$ cat src/design/cache_pkg.sv
`default_nettype none

// shared widths and types for the l1 cache and its testbench
package cache_pkg;

    // bus word geometry, fixed for both bus sides
    localparam int WORD_SIZE      = 32;             // bits per bus word
    localparam int BYTES_PER_WORD = WORD_SIZE / 8;  // byte lanes per word
    localparam int BYTE_OFF_BITS  = $clog2(BYTES_PER_WORD); // addr bits below the word

    // one bus word, used for addresses and data alike
    typedef logic [WORD_SIZE - 1:0] word_t;

    // one enable bit per byte lane, bit 0 is wdata[7:0]
    typedef logic [BYTES_PER_WORD - 1:0] byte_en_t;

    // controller states
    //   IDLE        serve hits, pass-through, start miss or flush
    //   WB          write the dirty victim line back
    //   FETCH       read the missing line, then install it
    //   FLUSH_SCAN  look at one set per cycle
    //   FLUSH_WB    write back the dirty line of the scanned set
    //   FLUSH_DONE  one cycle, pulses flush_done
    typedef enum logic [2:0] {
        IDLE,
        WB,
        FETCH,
        FLUSH_SCAN,
        FLUSH_WB,
        FLUSH_DONE
    } ctrl_state_t;

endpackage

`default_nettype wire

$ cat src/design/cache_array.sv
`default_nettype none

// register array, one async read port and one clocked write port
// used twice: tag entries per set, data words per set and word
module cache_array #(
    parameter int  DEPTH   = 16,                // number of entries
    parameter type entry_t = cache_pkg::word_t,  // payload stored per entry
    localparam int IDX_W   = (DEPTH > 1) ? $clog2(DEPTH) : 1
) (
    input  logic             CLK,
    input  logic             nRST,
    input  logic [IDX_W-1:0] rd_idx,    // read index
    output entry_t           rd_entry,  // entry at rd_idx, same cycle
    input  logic             wr_en,     // write strobe
    input  logic [IDX_W-1:0] wr_idx,    // write index
    input  entry_t           wr_entry   // written at the rising edge
);

    entry_t entries [DEPTH];

    // combinational read, no output register
    assign rd_entry = entries[rd_idx];

    // whole array cleared on reset so every tag starts invalid and clean
    always_ff @(posedge CLK, negedge nRST) begin
        if (~nRST) begin
            for (int i = 0; i < DEPTH; i++) begin
                entries[i] <= '0;
            end
        end else if (wr_en) begin
            entries[wr_idx] <= wr_entry;  // single write per cycle
        end
    end

endmodule

`default_nettype wire

$ cat config.mk
export PLATFORM = sky130hd
export DESIGN_NAME = cache_array
export DESIGN_NICKNAME = d
export VERILOG_FILES = /design/src/design/cache_pkg.sv /design/src/design/cache_array.sv
export SDC_FILE = /design/constraint.sdc
export NUM_CORES = 1
export LEC_CHECK = 0
export ABC_AREA = 1
export BUFFER_PORTS_ARGS = -buffer_cell sky130_fd_sc_hd__buf_2
export CAP_MARGIN = 20
export CORE_UTILIZATION = 35
export CTS_BUF_LIST = sky130_fd_sc_hd__clkbuf_16
export DETAILED_ROUTE_END_ITERATION = 8
export PLACE_DENSITY = 0.54
export SYNTH_ARGS = -nofsm -noshare
export SYNTH_HDL_FRONTEND = slang
export SYNTH_SLANG_ARGS = --single-unit
$ cat constraint.sdc
create_clock -name CLK -period 1.9 [get_ports CLK]
set_input_delay 0.38 -clock CLK [delete_from_list [all_inputs] [get_ports CLK]]
set_output_delay 0.38 -clock CLK [all_outputs]
set_load 0.01 [all_outputs]
# After elaboration in Yosys (flattened, before gate mapping)
# Index checks and enable logic that the tools add are counted.
# classes
eq_ne,0
div_mod_pow,0
muxes,6
magnitude_cmp,3
bitwise,2
mul,0
n_shift,0
n_addsub,0
n_reduce_logical,1
# op_table
cell,count
512-bit bitwise mux,1
32-bit binary-select mux with 4-bit select,1
32-bit demux with 4-bit select,1
32-bit 2-to-1 mux,3
"5-bit greater-or-equal comparator, second input constant",2
4-bit inverter with 5-bit output,2
"5-bit by 1-bit < comparator with 1-bit output, second input constant",1
1-bit logical AND,1
# totals
mem_bits_ro,0
register_bits,512
ramBits,0
latch_bits,0
word_cells,28
n_memories,0

# Depth between registers and ports, before layout
# Gate-level depths: netlist of run 1.
# logic_depth
ltp_word,6
mapped_depth,10
mapped_depth_nobuf,7

# Worst setup path before layout of run 1
# Ideal clock, no wire load.
# synth_path
path_kind,input -> output
startpoint,input port rd_idx[0]
endpoint,output port rd_entry[26] in the netlist's numbering
arrival_ns,1.374
stages,10
path_buffers,4
path_slack_ns,0.146
cell_sequence,buf_2 -> inv_1 -> buf_2 -> buf_4 -> buf_2 -> nand2_1 -> nand3_1 -> nand3_1 -> nand3_1 -> nand2_1
# synth_rtl
item,line_no,source
start: declaration,cache_array.sv:12,"input logic [IDX_W-1:0] rd_idx,"
end: declaration,cache_array.sv:13,"output entry_t rd_entry,"

==> summary.txt, run 1 <==
Placement
  – RePlAce Congestion: 0.7726
  – Place WS: -67.34 ps
  – Post-Place Cells: 4,174
  – DP HPWL: between 40 and 50 mm
  – PortBufs: 74

GRT
  – Vias in the first global route: 19,930
  – First-pass GRT wire length: 116.7 mm
  – Met3 Track Usage GR: 2.768%
  – All-Layer GR Usage: 21.15%
  – Most used routing layer: met2
  – Initial antenna violation count: 0
  – Largest net degree at the start of global routing: 77
  – Global Route met2 Usage: 35.26%
  – M1 GR Usage: between 20% and 30%
  – Total grt overflow: 0

Power
  – Total power: 31.41 mW
  – Pwr Density: roughly 1100 nW/µm²
  – Psw: 9.320 mW
  – Net switching share of the total power: ~30%
  – Clock power share: a little over a third
  – VDD IR-drop max: about 0.58 mV
  – Leakage: 14.89 nW
  – Pint: 22.09 mW
  – Reg power frac: 45.4%
  – Comb power frac: 19.8%

STA
  – Final slew viol count: 0
  – Crit path time final: 2010 ps
  – Setup tns final: -1840 ps
  – Final setup violation count: 31
  – Fin. Hold Viols: 0
  – Worst Tran Pin Value: 442.7 ps
  – Slew headroom: 70.48%
  – Final WS setup: -109.6 ps
  – Min Hold Slack: 32.85 ps
  – FMAX: 0.4976 GHz
  – Fin Clk Skew: 0 ps
  – RSZ-0062 raised after global routing: true
  – Final period util: 105.8%

Worst hold path
  – Tightest Hold Check Type: primary input to register

Setup path
  – CP Class: register to output pin
  – Worst R2R Setup Slack: about 150 ps
  – CP delay by family, top: simple AND/OR/NAND/NOR gates
  – Worst Setup Start Kind: register
  – CP dominant cell by count: nand3_2
  – CP cell instances: inv_1, nand2_1, nand3_2, nand3_2, nand3_2, nand2_4, buf_6
  – Crit path DAT: 1630 ps
  – Delay of the slowest critical-path stage: 370 ps
  – WP data required: between 1500 and 2000 ps
  – WP buf/inv: 2
  – Slowest-stage cell, CP: dfrtp_1
  – Crit path max fanout: 2
  – Endpoint class of the critical path: output pin

Routing
  – Iteration-0 DRC Markers: 1,838
  – DR WL/cell: 17.22 µm
  – Final WL: around 75 mm
  – Remaining antenna violation count: 0
  – Vias: approximately 21,000
  – Vias/cell: 4.787
  – # DRC: 0
  – First-pass DRT Iterations: 5

Synth
  – Number of synthesized register bits: 512
  – Syn Nets: 3,324
  – Yosys warns: 0
  – Mux contribution to synthesized area: 0%
  – Largest family of logic cells by synthesized area: simple AND/OR/NAND/NOR gates
  – Cells after Synth: 3,281
  – Mapped Area: 24,560 µm²
  – XOR/XNOR Fraction of Synth Area: 0%
  – Compound-Gate Fraction of Synth Area: 11.31%
  – Post-Synth Simple-Gate Area: 25.28%
  – Adder-cell area share of the yosys netlist: 0%
  – Avg Synthesized Cell Area: 7.487 µm²
  – Sequential fraction of the synthesis area: 52.16%
  – Unique masters post-synth: 17

CTS
  – Clk sinks: 512
  – Maximum buffer depth of the clock tree: 3
  – Clock latency on the worst-skew pair: around 600 ps
  – Root Buffer: clkbuf_16
  – Number of buffers created by CTS: 57
  – Clk slew on worst S/H paths: 60 ps
  – H-tree levels: 2
  – CTS tree: done

Final layout
  – Share of layout cells above drive strength 1: roughly 14%
  – Most common library cell in the layout ignoring fill and taps: nand2_1
  – Final std cells w/o fill: 4,334
  – Area growth, synth to finish: 21.37%
  – Final nets: approximately 3,400
  – Biggest registers after layout: entries: 512 flops
  – Max FFs per register: 512
  – Commonest cells after routing, fill and taps aside: 1,067 x nand2_1, 512 x dfrtp_1, 499 x o21ai_0
  – Diodes inserted: 0
  – Top reg by flops: entries

Floorplan
  – I/O Pins: 75
  – Core area: 69,070 µm²
  – Die H: 266.9 µm
  – Initial cell density of the core: 35.57%
  – Die area: ~70,000 µm²
  – Die Width: 266.9 µm
  – # rows: 96

Run status
  – Failing checks: setup timing
  – Status: finished with violations

Flow run
  – MaxCap Viol Count: 0
-- per-layer routing --
layer	wire (µm)	up-vias
met5	0	-
met4	1397	0
met3	3581	103
met2	35020	448
met1	34640	9851
li1	-	10340
-- repair_timing --
| item | in CTS | in global routing |
|---|---|---|
| endpoints found under the hold margin | 240 | 0 |
| hold buffers | 2 | 0 |
| setup endpoints to repair | 32 | 33 |
| pin swaps | 105 | 70 |
| setup buffers | 24 | 29 |
| gates cloned | 0 | 1 |
| resized for setup | 107 | 109 |
-- tightest hold or removal path: stages --
cell,delay (ps)
buf_2,140
nand2_1,60
o21ai_1,50
-- power groups by stage --
stage          sequential, mW  combinational, mW  clock (mW)
3_5_place_dp             14.4               5.56           0
2_1_floorplan            14.2               3.83           0
5_1_grt                  14.5               7.20        11.6
3_3_place_gp             14.3               5.48           0
6_report                 14.3               6.22        10.9
4_1_cts                  14.2               5.93        11.2
-- per-stage QoR --
stage | util (%) | area [µm²]
2_1_floorplan | - | 24560
3_3_place_gp | 38.98 | 26920
3_5_place_dp | 38.98 | 26920
4_1_cts | 42.35 | 29250
5_1_grt | 43.16 | 29810
6_report | 43.16 | 29810
-- logic make-up (layout without fill, tap and decap cells) --
family,count (synthesis),after routing
flip-flops,512,512
buffers and inverters,708,830
AND/OR/NAND/NOR,1506,1506
AO/OA/AOI/OAI,555,555
-- area by class of cell --
cell class,instances,area [µm²]
Tap cell,931,1165
Multi-Input combinational cell,2061,9500
Clock inverter,48,401.6
Inverter,474,1790
Clock buffer,57,1426
Timing Repair Buffer,251,2716
Fill cell,7063,39250
Sequential cell,512,12810
-- Yosys cell counts --
library cell / number / area, µm²
nor2_1: 8 / 30.03
clkbuf_1: 127 / 476.7
buf_1: 25 / 93.84
nand4_2: 1 / 12.51
nor2_2: 1 / 6.260
or2_2: 3 / 18.77
nand3_1: 390 / 1952
o21ai_1: 17 / 85.08
buf_4: 2 / 15.01
nor2_4: 4 / 45.04
inv_1: 473 / 1775
dfrtp_1: 512 / 12810
buf_2: 80 / 400.4
o21ai_0: 538 / 2693
nand3_2: 3 / 30.03
inv_2: 1 / 3.750
nand2_1: 1096 / 4114
-- path summary, 6_finish.rpt --
check,startpoint,to,depth (start not counted)
max,entries[493]$_DFFE_PN0P_,rd_entry[13],7
min,wr_entry[22],entries[310]$_DFFE_PN0P_,3
max reg2reg,entries[29]$_DFFE_PN0P_,entries[29]$_DFFE_PN0P_,12
min reg2reg,entries[253]$_DFFE_PN0P_,entries[253]$_DFFE_PN0P_,2
max in group asynchronous,nRST,entries[278]$_DFFE_PN0P_,4
min in group asynchronous,nRST,entries[261]$_DFFE_PN0P_,2
No activity file was read; power rests on OpenSTA's default activity.
==> inputs of run 2 (changes only) <==
TNS_END_PERCENT = 50   (was not set)
==> run 2 against run 1 <==
  * The flow still finishes with violations (setup timing)
  * Die area unchanged
  * Critical path type unchanged
  * Non-clock buffer count down 34
  * Global-route usage decreased by 0.074 points
  * Final cell count decreased by 0.78%
  * Critical endpoint unchanged
  * Largest power group unchanged
  * Sequential share of layout area grew 0.56 points
  * First-iteration DRC count shrank 6.7%
  * Sequential cell count unchanged
  * Routed wire length fell by 0.70%
  * Register-to-register slack improved by 980 ps
  * Fmax shrank 0.12%
==> summary.txt, run 2 (synthesis results as in run 1) <==
CTS
  – Clk sinks: 512 (unchanged)
  – Maximum buffer depth of the clock tree: 3 (unchanged)
  – Clock latency on the worst-skew pair: 600 ps (about the same)
  – H-tree levels: 2 (unchanged)
  – Number of buffers created by CTS: 57 (unchanged)
  – Root Buffer: clkbuf_16 (unchanged)
  – CTS tree: done (unchanged)
  – Clk slew on worst S/H paths: 60 ps (about the same)

Power
  – Leakage: 14.69 nW (was 14.89 nW)
  – Clock power share: 35.1% (was 34.8%)
  – Psw: 9.227 mW (was 9.320 mW)
  – VDD IR-drop max: 0.5818 mV (was 0.5825 mV)
  – Reg power frac: 45.8% (was 45.4%)
  – Pint: 21.87 mW (was 22.09 mW)
  – Comb power frac: 19.0% (was 19.8%)
  – Pwr Density: 1057 nW/µm² (was 1053 nW/µm²)
  – Net switching share of the total power: 29.67% (was 29.68%)

GRT
  – Met3 Track Usage GR: 2.860% (was 2.768%)
  – Total grt overflow: 0 (unchanged)
  – M1 GR Usage: 29.02% (was 29.07%)
  – Initial antenna violation count: 0 (unchanged)
  – First-pass GRT wire length: 116.2 mm (was 116.7 mm)
  – Most used routing layer: met2 (unchanged)
  – Global Route met2 Usage: 35.00% (was 35.26%)
  – All-Layer GR Usage: 21.07% (was 21.15%)
  – Vias in the first global route: 19,820 (was 19,930)
  – Largest net degree at the start of global routing: 77 (unchanged)

Placement
  – PortBufs: 74 (unchanged)
  – RePlAce Congestion: 0.7726 (unchanged)
  – DP HPWL: 43.42 mm (unchanged)

Final layout
  – Top reg by flops: entries (unchanged)
  – Max FFs per register: 512 (unchanged)
  – Final Util: 42.61% (was 43.16%)
  – Commonest cells after routing, fill and taps aside: 1,070 x nand2_1, 512 x dfrtp_1, 501 x o21ai_0 (was 1,067 x nand2_1, 512 x dfrtp_1, 499 x o21ai_0)
  – Share of layout cells above drive strength 1: 12.67% (was 14.40%)
  – Fill cell count: 7,097 (was 7,063)
  – Final nets: 3,366 (was 3,400)
  – Area growth, synth to finish: 19.81% (was 21.37%)
  – Most common library cell in the layout ignoring fill and taps: nand2_1 (unchanged)
  – Biggest registers after layout: entries: 512 flops (unchanged)
  – Diodes inserted: 0 (unchanged)

Routing
  – Remaining antenna violation count: 0 (unchanged)
  – # DRC: 0 (unchanged)
  – Iteration-0 DRC Markers: 1,715 (was 1,838)
  – DR WL/cell: 17.24 µm (was 17.22 µm)
  – First-pass DRT Iterations: 6 (was 5)
  – Vias: 20,620 (was 20,750)
  – Vias/cell: 4.795 (was 4.787)
  – Final WL: 74.12 mm (was 74.64 mm)

STA
  – Setup tns final: -1823 ps (was -1840 ps)
  – Final slew viol count: 0 (unchanged)
  – Final WS setup: -112.0 ps (was -109.6 ps)
  – FMAX: 0.4970 GHz (was 0.4976 GHz)
  – Min Hold Slack: 35.86 ps (was 32.85 ps)
  – Crit path time final: 2012 ps (was 2010 ps)
  – Final setup violation count: 31 (unchanged)
  – Worst Tran Pin Value: 440.2 ps (was 442.7 ps)
  – Final period util: 105.9% (was 105.8%)
  – Slew headroom: 70.66% (was 70.48%)
  – RSZ-0062 raised after global routing: true (unchanged)
  – Fin. Hold Viols: 0 (unchanged)
  – Fin Clk Skew: 0 ps (unchanged)

Setup path
  – Worst Setup Start Kind: register (unchanged)
  – Crit path max fanout: 2 (unchanged)
  – Crit path DAT: 1630 ps (about the same)
  – Endpoint class of the critical path: output pin (unchanged)
  – CP Class: register to output pin (unchanged)
  – WP data required: 1520 ps (about the same)

Floorplan
  – Die area: 71,250 µm² (unchanged)
  – # rows: 96 (unchanged)
  – Die Width: 266.9 µm (unchanged)
  – Initial cell density of the core: 35.57% (unchanged)
  – I/O Pins: 75 (unchanged)
  – Die H: 266.9 µm (unchanged)
  – Core area: 69,070 µm² (unchanged)

Run status
  – Failing checks: setup timing (unchanged)
  – Status: finished with violations (unchanged)

Flow run
  – MaxCap Viol Count: 0 (unchanged)

Worst hold path
  – Tightest Hold Check Type: primary input to register (unchanged)
run 2: changes by cell type in the layout (fill, tap and decap cells not counted), sizes merged:
cell / previous run / this run
buf: 248 / 215
clkbuf: 58 / 57
run 2: repair_timing:
action | 4_1_cts | 5_1_grt
endpoints found under the setup margin | 32 | 32
hold buffers | 2 | 0
hold endpoints to repair | 240 | 0
setup buffers | 4 | 15
resized for setup | 89 | 89
cloned | 0 | 0
pin swaps | 62 | 39
run 2: final cells by class:
| cell class | count | area, µm² | share of cell area, % |
|---|---|---|---|
| well taps | 931 | 1165 | 3.958 |
| multi-input cells | 2061 | 9414 | 31.99 |
| repair buffers | 217 | 2424 | 8.235 |
| inverters | 474 | 1788 | 6.075 |
| flip-flops and latches | 512 | 12810 | 43.53 |
| clock buffers | 57 | 1426 | 4.847 |
| clock inverters | 48 | 401.6 | 1.365 |
run 2: layer usage:
layer,up-vias,wire (µm)
li1,10270,-
met1,9812,34480
met2,429,34770
met3,105,3341
met4,0,1522
met5,-,0
run 2: critical path: stages (launching register included):
cell and delay (ps):
dfrtp_1 370, inv_1 50, nand2_1 60, nand3_2 90
nand3_2 90, nand3_2 110, nand2_4 80, buf_6 130
run 2: power groups by stage:
stage / clock [mW] / combinational, mW / sequential [mW]
floorplan: 0 / 3.83 / 14.2
global placement: 0 / 5.48 / 14.3
detailed placement: 0 / 5.56 / 14.4
CTS: 11.2 / 5.77 / 14.2
global route: 11.6 / 6.88 / 14.5
finish: 10.9 / 5.92 / 14.2
run 2: through the flow:
step / setup WS [ps] / instance area (µm²) / cells / power, mW
floorplan: 146.4 / 24560 / 3281 / 17.99
global placement: -66.90 / 26920 / 4174 / 19.81
detailed placement: -67.34 / 26920 / 4174 / 19.95
CTS: -149.5 / 29060 / 4285 / 31.20
global route: -203.2 / 29430 / 4300 / 33.03
finish: -112.0 / 29430 / 4300 / 31.10
run 2: final timing paths:
| path | from | cells after the start | endpoint | slack [ps] |
|---|---|---|---|---|
| worst max-delay path | entries[493]$_DFFE_PN0P_ | 7 | rd_entry[13] | -110 |
| worst min-delay path | wr_entry[22] | 3 | entries[310]$_DFFE_PN0P_ | 40 |
| worst max register to register | entries[362]$_DFFE_PN0P_ | 3 | entries[362]$_DFFE_PN0P_ | 1130 |
| worst min register to register | entries[253]$_DFFE_PN0P_ | 2 | entries[253]$_DFFE_PN0P_ | 480 |
| max in group asynchronous | nRST | 4 | entries[156]$_DFFE_PN0P_ | 910 |
| min in group asynchronous | nRST | 2 | entries[261]$_DFFE_PN0P_ | 190 |
