--- src/design/cache_pkg.sv ---
`default_nettype none

// shared widths and types for the l1 cache and its testbench
package cache_pkg;

    // bus word geometry, fixed for both bus sides
    localparam int WORD_SIZE      = 32;             // bits per bus word
    localparam int BYTES_PER_WORD = WORD_SIZE / 8;  // byte lanes per word
    localparam int BYTE_OFF_BITS  = $clog2(BYTES_PER_WORD); // addr bits below the word

    // one bus word, used for addresses and data alike
    typedef logic [WORD_SIZE - 1:0] word_t;

    // one enable bit per byte lane, bit 0 is wdata[7:0]
    typedef logic [BYTES_PER_WORD - 1:0] byte_en_t;

    // controller states
    //   IDLE        serve hits, pass-through, start miss or flush
    //   WB          write the dirty victim line back
    //   FETCH       read the missing line, then install it
    //   FLUSH_SCAN  look at one set per cycle
    //   FLUSH_WB    write back the dirty line of the scanned set
    //   FLUSH_DONE  one cycle, pulses flush_done
    typedef enum logic [2:0] {
        IDLE,
        WB,
        FETCH,
        FLUSH_SCAN,
        FLUSH_WB,
        FLUSH_DONE
    } ctrl_state_t;

endpackage

`default_nettype wire

--- src/design/cache_ctrl.sv ---
`default_nettype none

// direct mapped cache controller
// hit check, byte merge, miss handling, pass-through and flush walk
module cache_ctrl #(
    parameter int               CACHE_SIZE          = 1024, // bytes
    parameter int               BLOCK_SIZE          = 2,    // words per line
    parameter cache_pkg::word_t NONCACHE_START_ADDR = 32'h8000_0000,
    parameter type              tag_entry_t         = struct packed {
        logic        valid;
        logic        dirty;
        logic [21:0] tag;
    },
    localparam int N_SETS = CACHE_SIZE / (BLOCK_SIZE * cache_pkg::BYTES_PER_WORD),
    localparam int SET_W  = $clog2(N_SETS),
    localparam int DATA_W = $clog2(N_SETS * BLOCK_SIZE)
) (
    input  logic                CLK,
    input  logic                nRST,
    // processor side
    input  cache_pkg::word_t    proc_addr,
    input  logic                proc_ren,
    input  logic                proc_wen,
    input  cache_pkg::word_t    proc_wdata,
    input  cache_pkg::byte_en_t proc_byte_en,
    output cache_pkg::word_t    proc_rdata,
    output logic                proc_busy,
    // memory side
    output cache_pkg::word_t    mem_addr,
    output logic                mem_ren,
    output logic                mem_wen,
    output cache_pkg::word_t    mem_wdata,
    output cache_pkg::byte_en_t mem_byte_en,
    input  cache_pkg::word_t    mem_rdata,
    input  logic                mem_busy,
    // flush
    input  logic                flush,
    output logic                flush_done,
    // tag array
    output logic [SET_W-1:0]    tag_rd_idx,
    input  tag_entry_t          tag_rd_entry,
    output logic                tag_wr_en,
    output logic [SET_W-1:0]    tag_wr_idx,
    output tag_entry_t          tag_wr_entry,
    // data array, index is set and word together
    output logic [DATA_W-1:0]   data_rd_idx,
    input  cache_pkg::word_t    data_rd_word,
    output logic                data_wr_en,
    output logic [DATA_W-1:0]   data_wr_idx,
    output cache_pkg::word_t    data_wr_word
);

    localparam int N_BLOCK_BITS = $clog2(BLOCK_SIZE);
    localparam int BLK_W        = (N_BLOCK_BITS > 0) ? N_BLOCK_BITS : 1;
    localparam int CNT_W        = N_BLOCK_BITS + 1;    // counts up to BLOCK_SIZE
    localparam int LINE_LSB     = N_BLOCK_BITS + cache_pkg::BYTE_OFF_BITS;
    localparam int N_TAG_BITS   = cache_pkg::WORD_SIZE - SET_W - LINE_LSB;

    cache_pkg::ctrl_state_t state, next_state;
    logic [CNT_W-1:0]       word_cnt, next_word_cnt;  // words moved in this line
    logic [SET_W-1:0]       set_cnt, next_set_cnt;    // flush walk position
    cache_pkg::word_t       bus_addr, next_bus_addr;  // memory word address

    logic [N_TAG_BITS-1:0]  proc_tag;
    logic [SET_W-1:0]       proc_set;
    logic [BLK_W-1:0]       proc_word;
    logic [SET_W-1:0]       line_set;
    logic [BLK_W-1:0]       line_word;
    logic [DATA_W-1:0]      data_idx;
    logic                   req, pass_through, hit;
    logic                   last_word, fill_done, last_set, in_flush;
    cache_pkg::word_t       merged_word;

    // byte address of word 0 of a line
    function automatic cache_pkg::word_t line_addr(input logic [N_TAG_BITS-1:0] tag,
                                                   input logic [SET_W-1:0] set);
        return {tag, set, {LINE_LSB{1'b0}}};
    endfunction

    // address decode: tag | set | word | byte
    assign proc_tag  = proc_addr[cache_pkg::WORD_SIZE-1 -: N_TAG_BITS];
    assign proc_set  = proc_addr[LINE_LSB +: SET_W];
    assign proc_word = BLK_W'((proc_addr >> cache_pkg::BYTE_OFF_BITS)
                              & cache_pkg::word_t'(BLOCK_SIZE - 1));

    assign req          = proc_ren | proc_wen;
    assign pass_through = proc_addr >= NONCACHE_START_ADDR;  // uncached window
    assign hit          = ~pass_through & tag_rd_entry.valid & (tag_rd_entry.tag == proc_tag);
    assign last_word    = word_cnt == CNT_W'(BLOCK_SIZE - 1);
    assign fill_done    = word_cnt == CNT_W'(BLOCK_SIZE);   // every word fetched
    assign last_set     = set_cnt == SET_W'(N_SETS - 1);
    assign in_flush     = (state == cache_pkg::FLUSH_SCAN) || (state == cache_pkg::FLUSH_WB);

    // flush walks set_cnt, otherwise the processor's set
    assign line_set  = in_flush ? set_cnt : proc_set;
    assign line_word = (state == cache_pkg::IDLE) ? proc_word : BLK_W'(word_cnt);
    assign data_idx  = DATA_W'(line_set * BLOCK_SIZE + line_word);

    assign tag_rd_idx  = line_set;
    assign tag_wr_idx  = line_set;
    assign data_rd_idx = data_idx;
    assign data_wr_idx = data_idx;   // same word read and written

    // write hit: enabled lanes from proc, the rest from the stored word
    always_comb begin
        merged_word = data_rd_word;
        for (int b = 0; b < cache_pkg::BYTES_PER_WORD; b++) begin
            if (proc_byte_en[b]) begin
                merged_word[8*b +: 8] = proc_wdata[8*b +: 8];
            end
        end
    end

    always_comb begin
        next_state    = state;
        next_word_cnt = word_cnt;
        next_set_cnt  = set_cnt;
        next_bus_addr = bus_addr;
        proc_busy     = 1'b1;           // busy unless a request completes
        proc_rdata    = data_rd_word;
        mem_addr      = bus_addr;
        mem_ren       = 1'b0;
        mem_wen       = 1'b0;
        mem_wdata     = data_rd_word;   // line words come straight from the array
        mem_byte_en   = '1;             // whole words on line transfers
        flush_done    = 1'b0;
        tag_wr_en     = 1'b0;
        tag_wr_entry  = tag_rd_entry;
        data_wr_en    = 1'b0;
        data_wr_word  = merged_word;

        case (state)
            cache_pkg::IDLE: begin
                if (pass_through) begin
                    // uncached, memory sees the processor request as is
                    mem_addr    = proc_addr;
                    mem_ren     = proc_ren;
                    mem_wen     = proc_wen;
                    mem_wdata   = proc_wdata;
                    mem_byte_en = proc_byte_en;
                    proc_rdata  = mem_rdata;
                    proc_busy   = req ? mem_busy : 1'b1;
                end else if (req && hit) begin
                    proc_busy = 1'b0;            // hit completes this cycle
                    if (proc_wen) begin
                        data_wr_en         = 1'b1;
                        tag_wr_en          = 1'b1;
                        tag_wr_entry.dirty = 1'b1;
                    end
                end else if (req) begin
                    next_word_cnt = '0;
                    if (tag_rd_entry.valid && tag_rd_entry.dirty) begin
                        next_state    = cache_pkg::WB;  // victim first
                        next_bus_addr = line_addr(tag_rd_entry.tag, proc_set);
                    end else begin
                        next_state    = cache_pkg::FETCH;
                        next_bus_addr = line_addr(proc_tag, proc_set);
                    end
                end
                if (flush && !req) begin
                    next_state   = cache_pkg::FLUSH_SCAN;
                    next_set_cnt = '0;
                end
            end
            cache_pkg::WB: begin
                mem_wen = 1'b1;
                if (!mem_busy) begin
                    if (last_word) begin
                        next_state    = cache_pkg::FETCH;
                        next_word_cnt = '0;
                        next_bus_addr = line_addr(proc_tag, proc_set);
                    end else begin
                        next_word_cnt = word_cnt + 1'b1;
                        next_bus_addr = bus_addr + cache_pkg::BYTES_PER_WORD;
                    end
                end
            end
            cache_pkg::FETCH: begin
                if (fill_done) begin
                    // install cycle, request then hits in IDLE
                    tag_wr_en          = 1'b1;
                    tag_wr_entry.valid = 1'b1;
                    tag_wr_entry.dirty = 1'b0;
                    tag_wr_entry.tag   = proc_tag;
                    next_word_cnt      = '0;
                    next_state         = cache_pkg::IDLE;
                end else begin
                    mem_ren = 1'b1;
                    if (!mem_busy) begin
                        data_wr_en    = 1'b1;
                        data_wr_word  = mem_rdata;
                        next_word_cnt = word_cnt + 1'b1;
                        next_bus_addr = bus_addr + cache_pkg::BYTES_PER_WORD;
                    end
                end
            end
            cache_pkg::FLUSH_SCAN: begin
                if (tag_rd_entry.valid && tag_rd_entry.dirty) begin
                    next_state    = cache_pkg::FLUSH_WB;
                    next_word_cnt = '0;
                    next_bus_addr = line_addr(tag_rd_entry.tag, set_cnt);
                end else if (last_set) begin
                    next_state = cache_pkg::FLUSH_DONE;
                end else begin
                    next_set_cnt = set_cnt + 1'b1;  // clean line, skip
                end
            end
            cache_pkg::FLUSH_WB: begin
                mem_wen = 1'b1;
                if (!mem_busy) begin
                    if (last_word) begin
                        tag_wr_en          = 1'b1;
                        tag_wr_entry.dirty = 1'b0;  // line stays valid
                        next_word_cnt      = '0;
                        if (last_set) begin
                            next_state = cache_pkg::FLUSH_DONE;
                        end else begin
                            next_set_cnt = set_cnt + 1'b1;
                            next_state   = cache_pkg::FLUSH_SCAN;
                        end
                    end else begin
                        next_word_cnt = word_cnt + 1'b1;
                        next_bus_addr = bus_addr + cache_pkg::BYTES_PER_WORD;
                    end
                end
            end
            cache_pkg::FLUSH_DONE: begin
                flush_done = 1'b1;   // single cycle pulse
                next_state = cache_pkg::IDLE;
            end
            default: next_state = cache_pkg::IDLE;
        endcase
    end

    always_ff @(posedge CLK, negedge nRST) begin
        if (~nRST) begin
            state    <= cache_pkg::IDLE;
            word_cnt <= '0;
            set_cnt  <= '0;
            bus_addr <= '0;
        end else begin
            state    <= next_state;
            word_cnt <= next_word_cnt;
            set_cnt  <= next_set_cnt;
            bus_addr <= next_bus_addr;
        end
    end

endmodule

`default_nettype wire

--- config.mk ---
export PLATFORM = sky130hd
export DESIGN_NAME = cache_ctrl
export DESIGN_NICKNAME = d
export VERILOG_FILES = /design/src/design/cache_pkg.sv /design/src/design/cache_ctrl.sv
export SDC_FILE = /design/constraint.sdc
export NUM_CORES = 1
export LEC_CHECK = 0
export ABC_AREA = 0
export BUFFER_PORTS_ARGS = -buffer_cell sky130_fd_sc_hd__buf_4
export CAP_MARGIN = 5
export CORE_AREA = 2 2 136 138
export CTS_CLUSTER_DIAMETER = 50
export DETAILED_ROUTE_END_ITERATION = 7
export DIE_AREA = 0 0 138 140
export PLACE_DENSITY = 0.75
export REMOVE_ABC_BUFFERS = 1
export SLEW_MARGIN = 25
export SYNTH_ARGS = -nofsm -noshare
export SYNTH_HDL_FRONTEND = slang
export SYNTH_SLANG_ARGS = --single-unit
export TNS_END_PERCENT = 100
--- constraint.sdc ---
create_clock -name CLK -period 3.1 [get_ports CLK]
set_input_delay 0.62 -clock CLK [delete_from_list [all_inputs] [get_ports CLK]]
set_output_delay 0.62 -clock CLK [all_outputs]
set_load 0.005 [all_outputs]
Yosys cells after proc, flatten, opt, wreduce, memory -nomap -nowiden. Index checks and enable logic that the tools add are counted.

Input bits: 162. Output and inout port bits: 192. Register bits after elaboration: 44. Logic and storage cells: 143.

Multiplexer cells: 87. Add/sub/neg operators: 4. Equality and inequality tests: 29. Reductions and logical operators: 14. Bitwise gates (word level): 4. $lt $le $gt $ge: 1.

Operators by type and width (count): $mux 32 (20); $pmux 32 s5 (1); $mux 7 (6); $mux 3 (12); $add 32x3->32 const B (1); $ge 32x32->1 const B (1); $mux 8 (4); $ne 2x2->1 const B (13); $mux 24 (1); $mux 1 (23); $eq 22x22->1 (1); $mux 22 (1); $pmux 7 s3 (1); $mux 2 (9); $pmux 3 s5 (1); $ne 3x2->1 const B (4); $reduce_and 10->1 (1); $reduce_and 9->1 (1); $add 8x1->8 (1); $mux 4 (2); $pmux 2 s4 (1); $add 7x1->7 const B (1); $eq 7x7->1 const B (1); $reduce_and 7->1 (1); other kinds (22) (31).

Logic depth before layout (Yosys ltp).
Depth after elaboration: 9. Mapped depth: 10. Mapped depth without buffers: 7.

Worst setup path after synthesis. No wires, ideal clock.

Path type: register -> output. From: reg state[2]. To: out data_wr_idx[1]. Cell stages (with the launch flop): 9. Required time: 2.480 ns. Data arrival time: 2.216 ns. Path slack: 0.264 ns. Path buffers: 5. Cells stage by stage: dfrtp_1 > clkbuf_1 > clkbuf_1 > nor3_1 > clkbuf_1 > nor2_1 > clkbuf_1 > mux2_2 > buf_4.

Word-level cells in the longest chain between the ends: 4. Elaborated cells between the ends (all ways): 7. Those cells by class: add/sub (1); eq/ne (2); mux (2); reduce/logical (2).

RTL lines: start, declared (RTL line cache_ctrl.sv:59) `cache_pkg::ctrl_state_t state, next_state;`; start signal, assigned (RTL line cache_ctrl.sv:237) `state <= cache_pkg::IDLE;`; start signal, assigned (RTL line cache_ctrl.sv:242) `state <= next_state;`; $eq 3x2->1 / $eq 3x3->1 (equally long branches) (RTL line cache_ctrl.sv:92) `assign in_flush = (state == cache_pkg::FLUSH_SCAN) || (state == cache_pkg::FLUSH_WB);`; $logic_or 1x1->1 (RTL line cache_ctrl.sv:92); $mux 7 (RTL line cache_ctrl.sv:95) `assign line_set = in_flush ? set_cnt : proc_set;`; $add 8x1->8 (*) (RTL line cache_ctrl.sv:97) `assign data_idx = DATA_W'(line_set * BLOCK_SIZE + line_word);`; end, declared (RTL line cache_ctrl.sv:49) `output logic [DATA_W-1:0] data_wr_idx,`.

Mark *: on every way between the ends. The rest lies on a longest branch, timed or not.

Final worst setup path.
From: reg state[1]. To: out data_rd_idx[1].

Word-level cells in the longest chain between the ends: 4. Elaborated cells between the ends (all ways): 7. Those cells by class: add/sub (1); eq/ne (2); mux (2); reduce/logical (2).

RTL lines: $eq 3x2->1 / $eq 3x3->1 (equally long branches) (RTL line cache_ctrl.sv:92); $logic_or 1x1->1 (RTL line cache_ctrl.sv:92); $mux 7 (RTL line cache_ctrl.sv:95); $add 8x1->8 (*) (RTL line cache_ctrl.sv:97); end, declared (RTL line cache_ctrl.sv:46) `output logic [DATA_W-1:0] data_rd_idx,`.

Marked as above.

==> out/results.tsv <==
stage	metric	value	unit
timing	Slew HR	0.401	
worst_setup_path	slowest cell on the critical path	dfrtp_1	
global_routing	GRT Total Usage	0.276	
timing	Pins Over Slew Limit	0	
clock_tree	CTS H-Tree Depth	2	
timing	clock period minus worst slack	2.90	ns
timing	Tcrit/Tclk final	0.936	
global_routing	largest net degree at the start of global routing	65	
place	Placer Congestion	0.984	
worst_setup_path	Worst setup EP type	primary output	
place	hpwl dp	22.4	mm
global_routing	vias in the first global route	7570	
floorplanning	FP Rows	49	
detailed_routing	drt first pass iters	7	
finish	final net count	1386	
timing	worst slew pin tran	0.898	ns
logic_synthesis	Seq/Total Area, Yosys	0.178	
timing	skew final	0.00481	ns
global_routing	number of antenna violations at the first check in global routing	0	
floorplanning	die area	0.0193	mm2
detailed_routing	Post-route DRC	0	
timing	Fmax	345	MHz
logic_synthesis	YS warnings	0	
clock_tree	total CTS buffers	5	
power_and_ir_drop	leakage	4.49	nW
power_and_ir_drop	Int Power	3.87	mW
hold_path	Tightest Hold Check Type	in2async	
global_routing	first-pass GRT wire length	42.8	mm
power_and_ir_drop	Pwr per Cell Area	861	mW/mm2
global_routing	GR Overflow Total	0	
logic_synthesis	flops & latches, synth	42	
outcome	status	finished, final reports clean	
finish	# diodes	0	
logic_synthesis	Synth Instances	919	
floorplanning	Die H	140	um
clock_tree	CTS Hold Bufs	0	
worst_setup_path	sum of buffers and inverters on the critical path	3	
timing	final setup violation count	0	
finish	Layout area overhead	50.7	%
detailed_routing	final wirelength	28.2	mm
floorplanning	core region area	0.0178	mm2
detailed_routing	via density per instance	5.61	
detailed_routing	DR WL/cell	19.4	um
flow_run	reported max-cap violation count	0	
power_and_ir_drop	Flop pwr share	0.152	
timing	RSZ-0062 raised after global routing	false	
power_and_ir_drop	Clock power frac	0.083	
clock_tree	post-CTS sizing	0	
finish	Multi-input gate area	0.00439	mm2
finish	Register Area	0.00105	mm2
worst_setup_path	critical path data required time	2.48	ns
clock_tree	post-CTS setup repair buffer count	0	
worst_setup_path	most numerous cell on the critical path	buf_4	
logic_synthesis	Top FF cell, synth	dfrtp_1	
timing	Final WS setup	0.197	ns
logic_synthesis	Syn Area/Cell	6.41	um2
timing	final hold vios	0	
detailed_routing	Final ANT Viol Nets	0	
clock_tree	Worst-path clk slew	0.07	ns
logic_synthesis	Synth async-reset ratio	1.00	
place	pre-CTS WS	0.286	ns
finish	fraction of layout cells with a size suffix above 1	0.358	
logic_synthesis	distinct cell type count after synthesis	69	
clock_tree	clk buf depth	2	
logic_synthesis	netlist area before placement	0.00589	mm2
power_and_ir_drop	sw frac	0.493	
clock_tree	Clock Sink Count	42	
worst_setup_path	sequence of cells on the critical path	buf_4 -> nor2_1 -> and2_1 -> nor2_1 -> buf_4 -> mux2_2 -> buf_4	
finish	Filler cells	1790	
floorplanning	Starting Density	0.331	
worst_setup_path	critical path arrival	2.28	ns
power_and_ir_drop	Logic pwr share	0.765	
logic_synthesis	EDFF count, synth	0	
detailed_routing	count of routing violations after the opening detailed-route iteration	688	
worst_setup_path	CP startpoint kind	flip-flop	
clock_tree	worst-skew pair later-pin latency	0.29	ns
worst_setup_path	worst-path fanout max	18	
floorplanning	Die Span X	138	um
power_and_ir_drop	Worst VDD drop	0.000480	V
clock_tree	CTS tree	done	
floorplanning	I/O pin total	354	
detailed_routing	total number of vias	8139	
clock_tree	Root Driver	clkbuf_16	
timing	Setup TNS Final	0	ns
power_and_ir_drop	NetSw	3.76	mW
worst_setup_path	CP Class	reg2out	
place	input/output buffers	353	
worst_setup_path	critical path's largest stage delay	0.49	ns
worst_setup_path	Crit path max-delay family	buffers and inverters	
[cell type report]
| type | count | share of cell area |
|---|---|---|
| Timing Repair Buffer | 385 | 0.333 |
| Tap cell | 229 | 0.0323 |
| Inverter | 6 | 0.00254 |
| Clock inverter | 1 | 0.00339 |
| Clock buffer | 6 | 0.0157 |
| Multi-Input combinational cell | 782 | 0.495 |
| Sequential cell | 42 | 0.118 |
[cells by family (layout without fill, tap and decap cells)]
kind of cell / Yosys count / in the layout / share of synthesized area
flip-flops: 42 / 42 / 0.178
AND/OR/NAND/NOR: 495 / 495 / 0.364
buffers and inverters: 95 / 398 / 0.0788
XOR/XNOR: 24 / 24 / 0.0357
adder cells (fa/ha/maj): 2 / 2 / 0.00425
multiplexers: 63 / 63 / 0.114
AO/OA/AOI/OAI: 198 / 198 / 0.225
[flip-flops by register name, summed over array words and instances, names as in the netlist]
signal and count:
set_cnt 7, word_cnt 2, bus_addr 30, state 3
[layout by cell type (no fill, tap or decap), types with 13 or more instances in the layout]
cell type,count
mux2i_1,32
a21oi_1,28
a22oi_1,13
xor2_1,21
nand2_1,345
nor2_1,28
o21ai_0,68
dfrtp_1,42
mux2_2,31
a22o_1,16
nand3_1,41
buf_4,380
[stage by stage]
stage	hold slack (ns)	total power [mW]	util	cells	area [um2]
floorplan	0.324	4.00	-	830	5450
finish	0.318	7.63	0.499	1451	8870
global route	0.372	8.19	0.499	1451	8870
CTS	0.353	7.58	0.499	1451	8870
global placement	0.531	6.87	0.489	1444	8700
detailed placement	0.543	6.93	0.489	1444	8700
[routing by layer]
layer,vias to the layer above,wire length (um),global-route usage
met5,-,0,0
met4,0,1120,0.102
met3,80,2450,0.0499
met2,473,13700,0.483
met1,3788,11000,0.340
li1,3798,-,-
[path summary, 6_finish.rpt]
check / start / end / slack, ns / depth (start not counted)
worst max-delay path: state[1] / data_rd_idx[1] / 0.20 / 7
worst min-delay path: nRST / word_cnt[0] / 0.32 / 1
worst max register to register: state[1] / bus_addr[27] / 0.54 / 7
worst min register to register: bus_addr[31] / bus_addr[31] / 0.56 / 1
max in group asynchronous: nRST / bus_addr[5] / 2.36 / 1
min in group CLK: bus_addr[31] / bus_addr[31] / 0.56 / 1
[power by group through the flow]
stage / combinational, mW / clock [mW] / sequential [mW]
2_1_floorplan: 2.90 / 0 / 1.10
3_3_place_gp: 5.72 / 0 / 1.15
3_5_place_dp: 5.77 / 0 / 1.16
4_1_cts: 5.80 / 0.635 / 1.15
5_1_grt: 6.34 / 0.655 / 1.19
6_report: 5.84 / 0.637 / 1.16
[synthesized netlist by cell type, drive strengths merged (7+ instances only)]
| cell | count | area (um2) |
|---|---|---|
| nand2 | 346 | 1300 |
| o21ai | 68 | 340 |
| clkbuf | 49 | 185 |
| dfrtp | 42 | 1050 |
| nand3 | 41 | 205 |
| buf | 40 | 257 |
| mux2i | 32 | 320 |
| mux2 | 31 | 349 |
| a21oi | 28 | 140 |
| nor2 | 28 | 105 |
| xor2 | 21 | 184 |
| a22o | 18 | 160 |
| a22oi | 13 | 97.6 |
| nor3 | 13 | 65.1 |
| nand2b | 12 | 75.1 |
| nand4 | 11 | 83.8 |
| o2bb2ai | 8 | 70.1 |
| o31ai | 8 | 60.1 |
| a32o | 7 | 70.1 |
| nor2b | 7 | 43.8 |
| nor4 | 7 | 43.8 |
(Power assumes the default switching activity.)
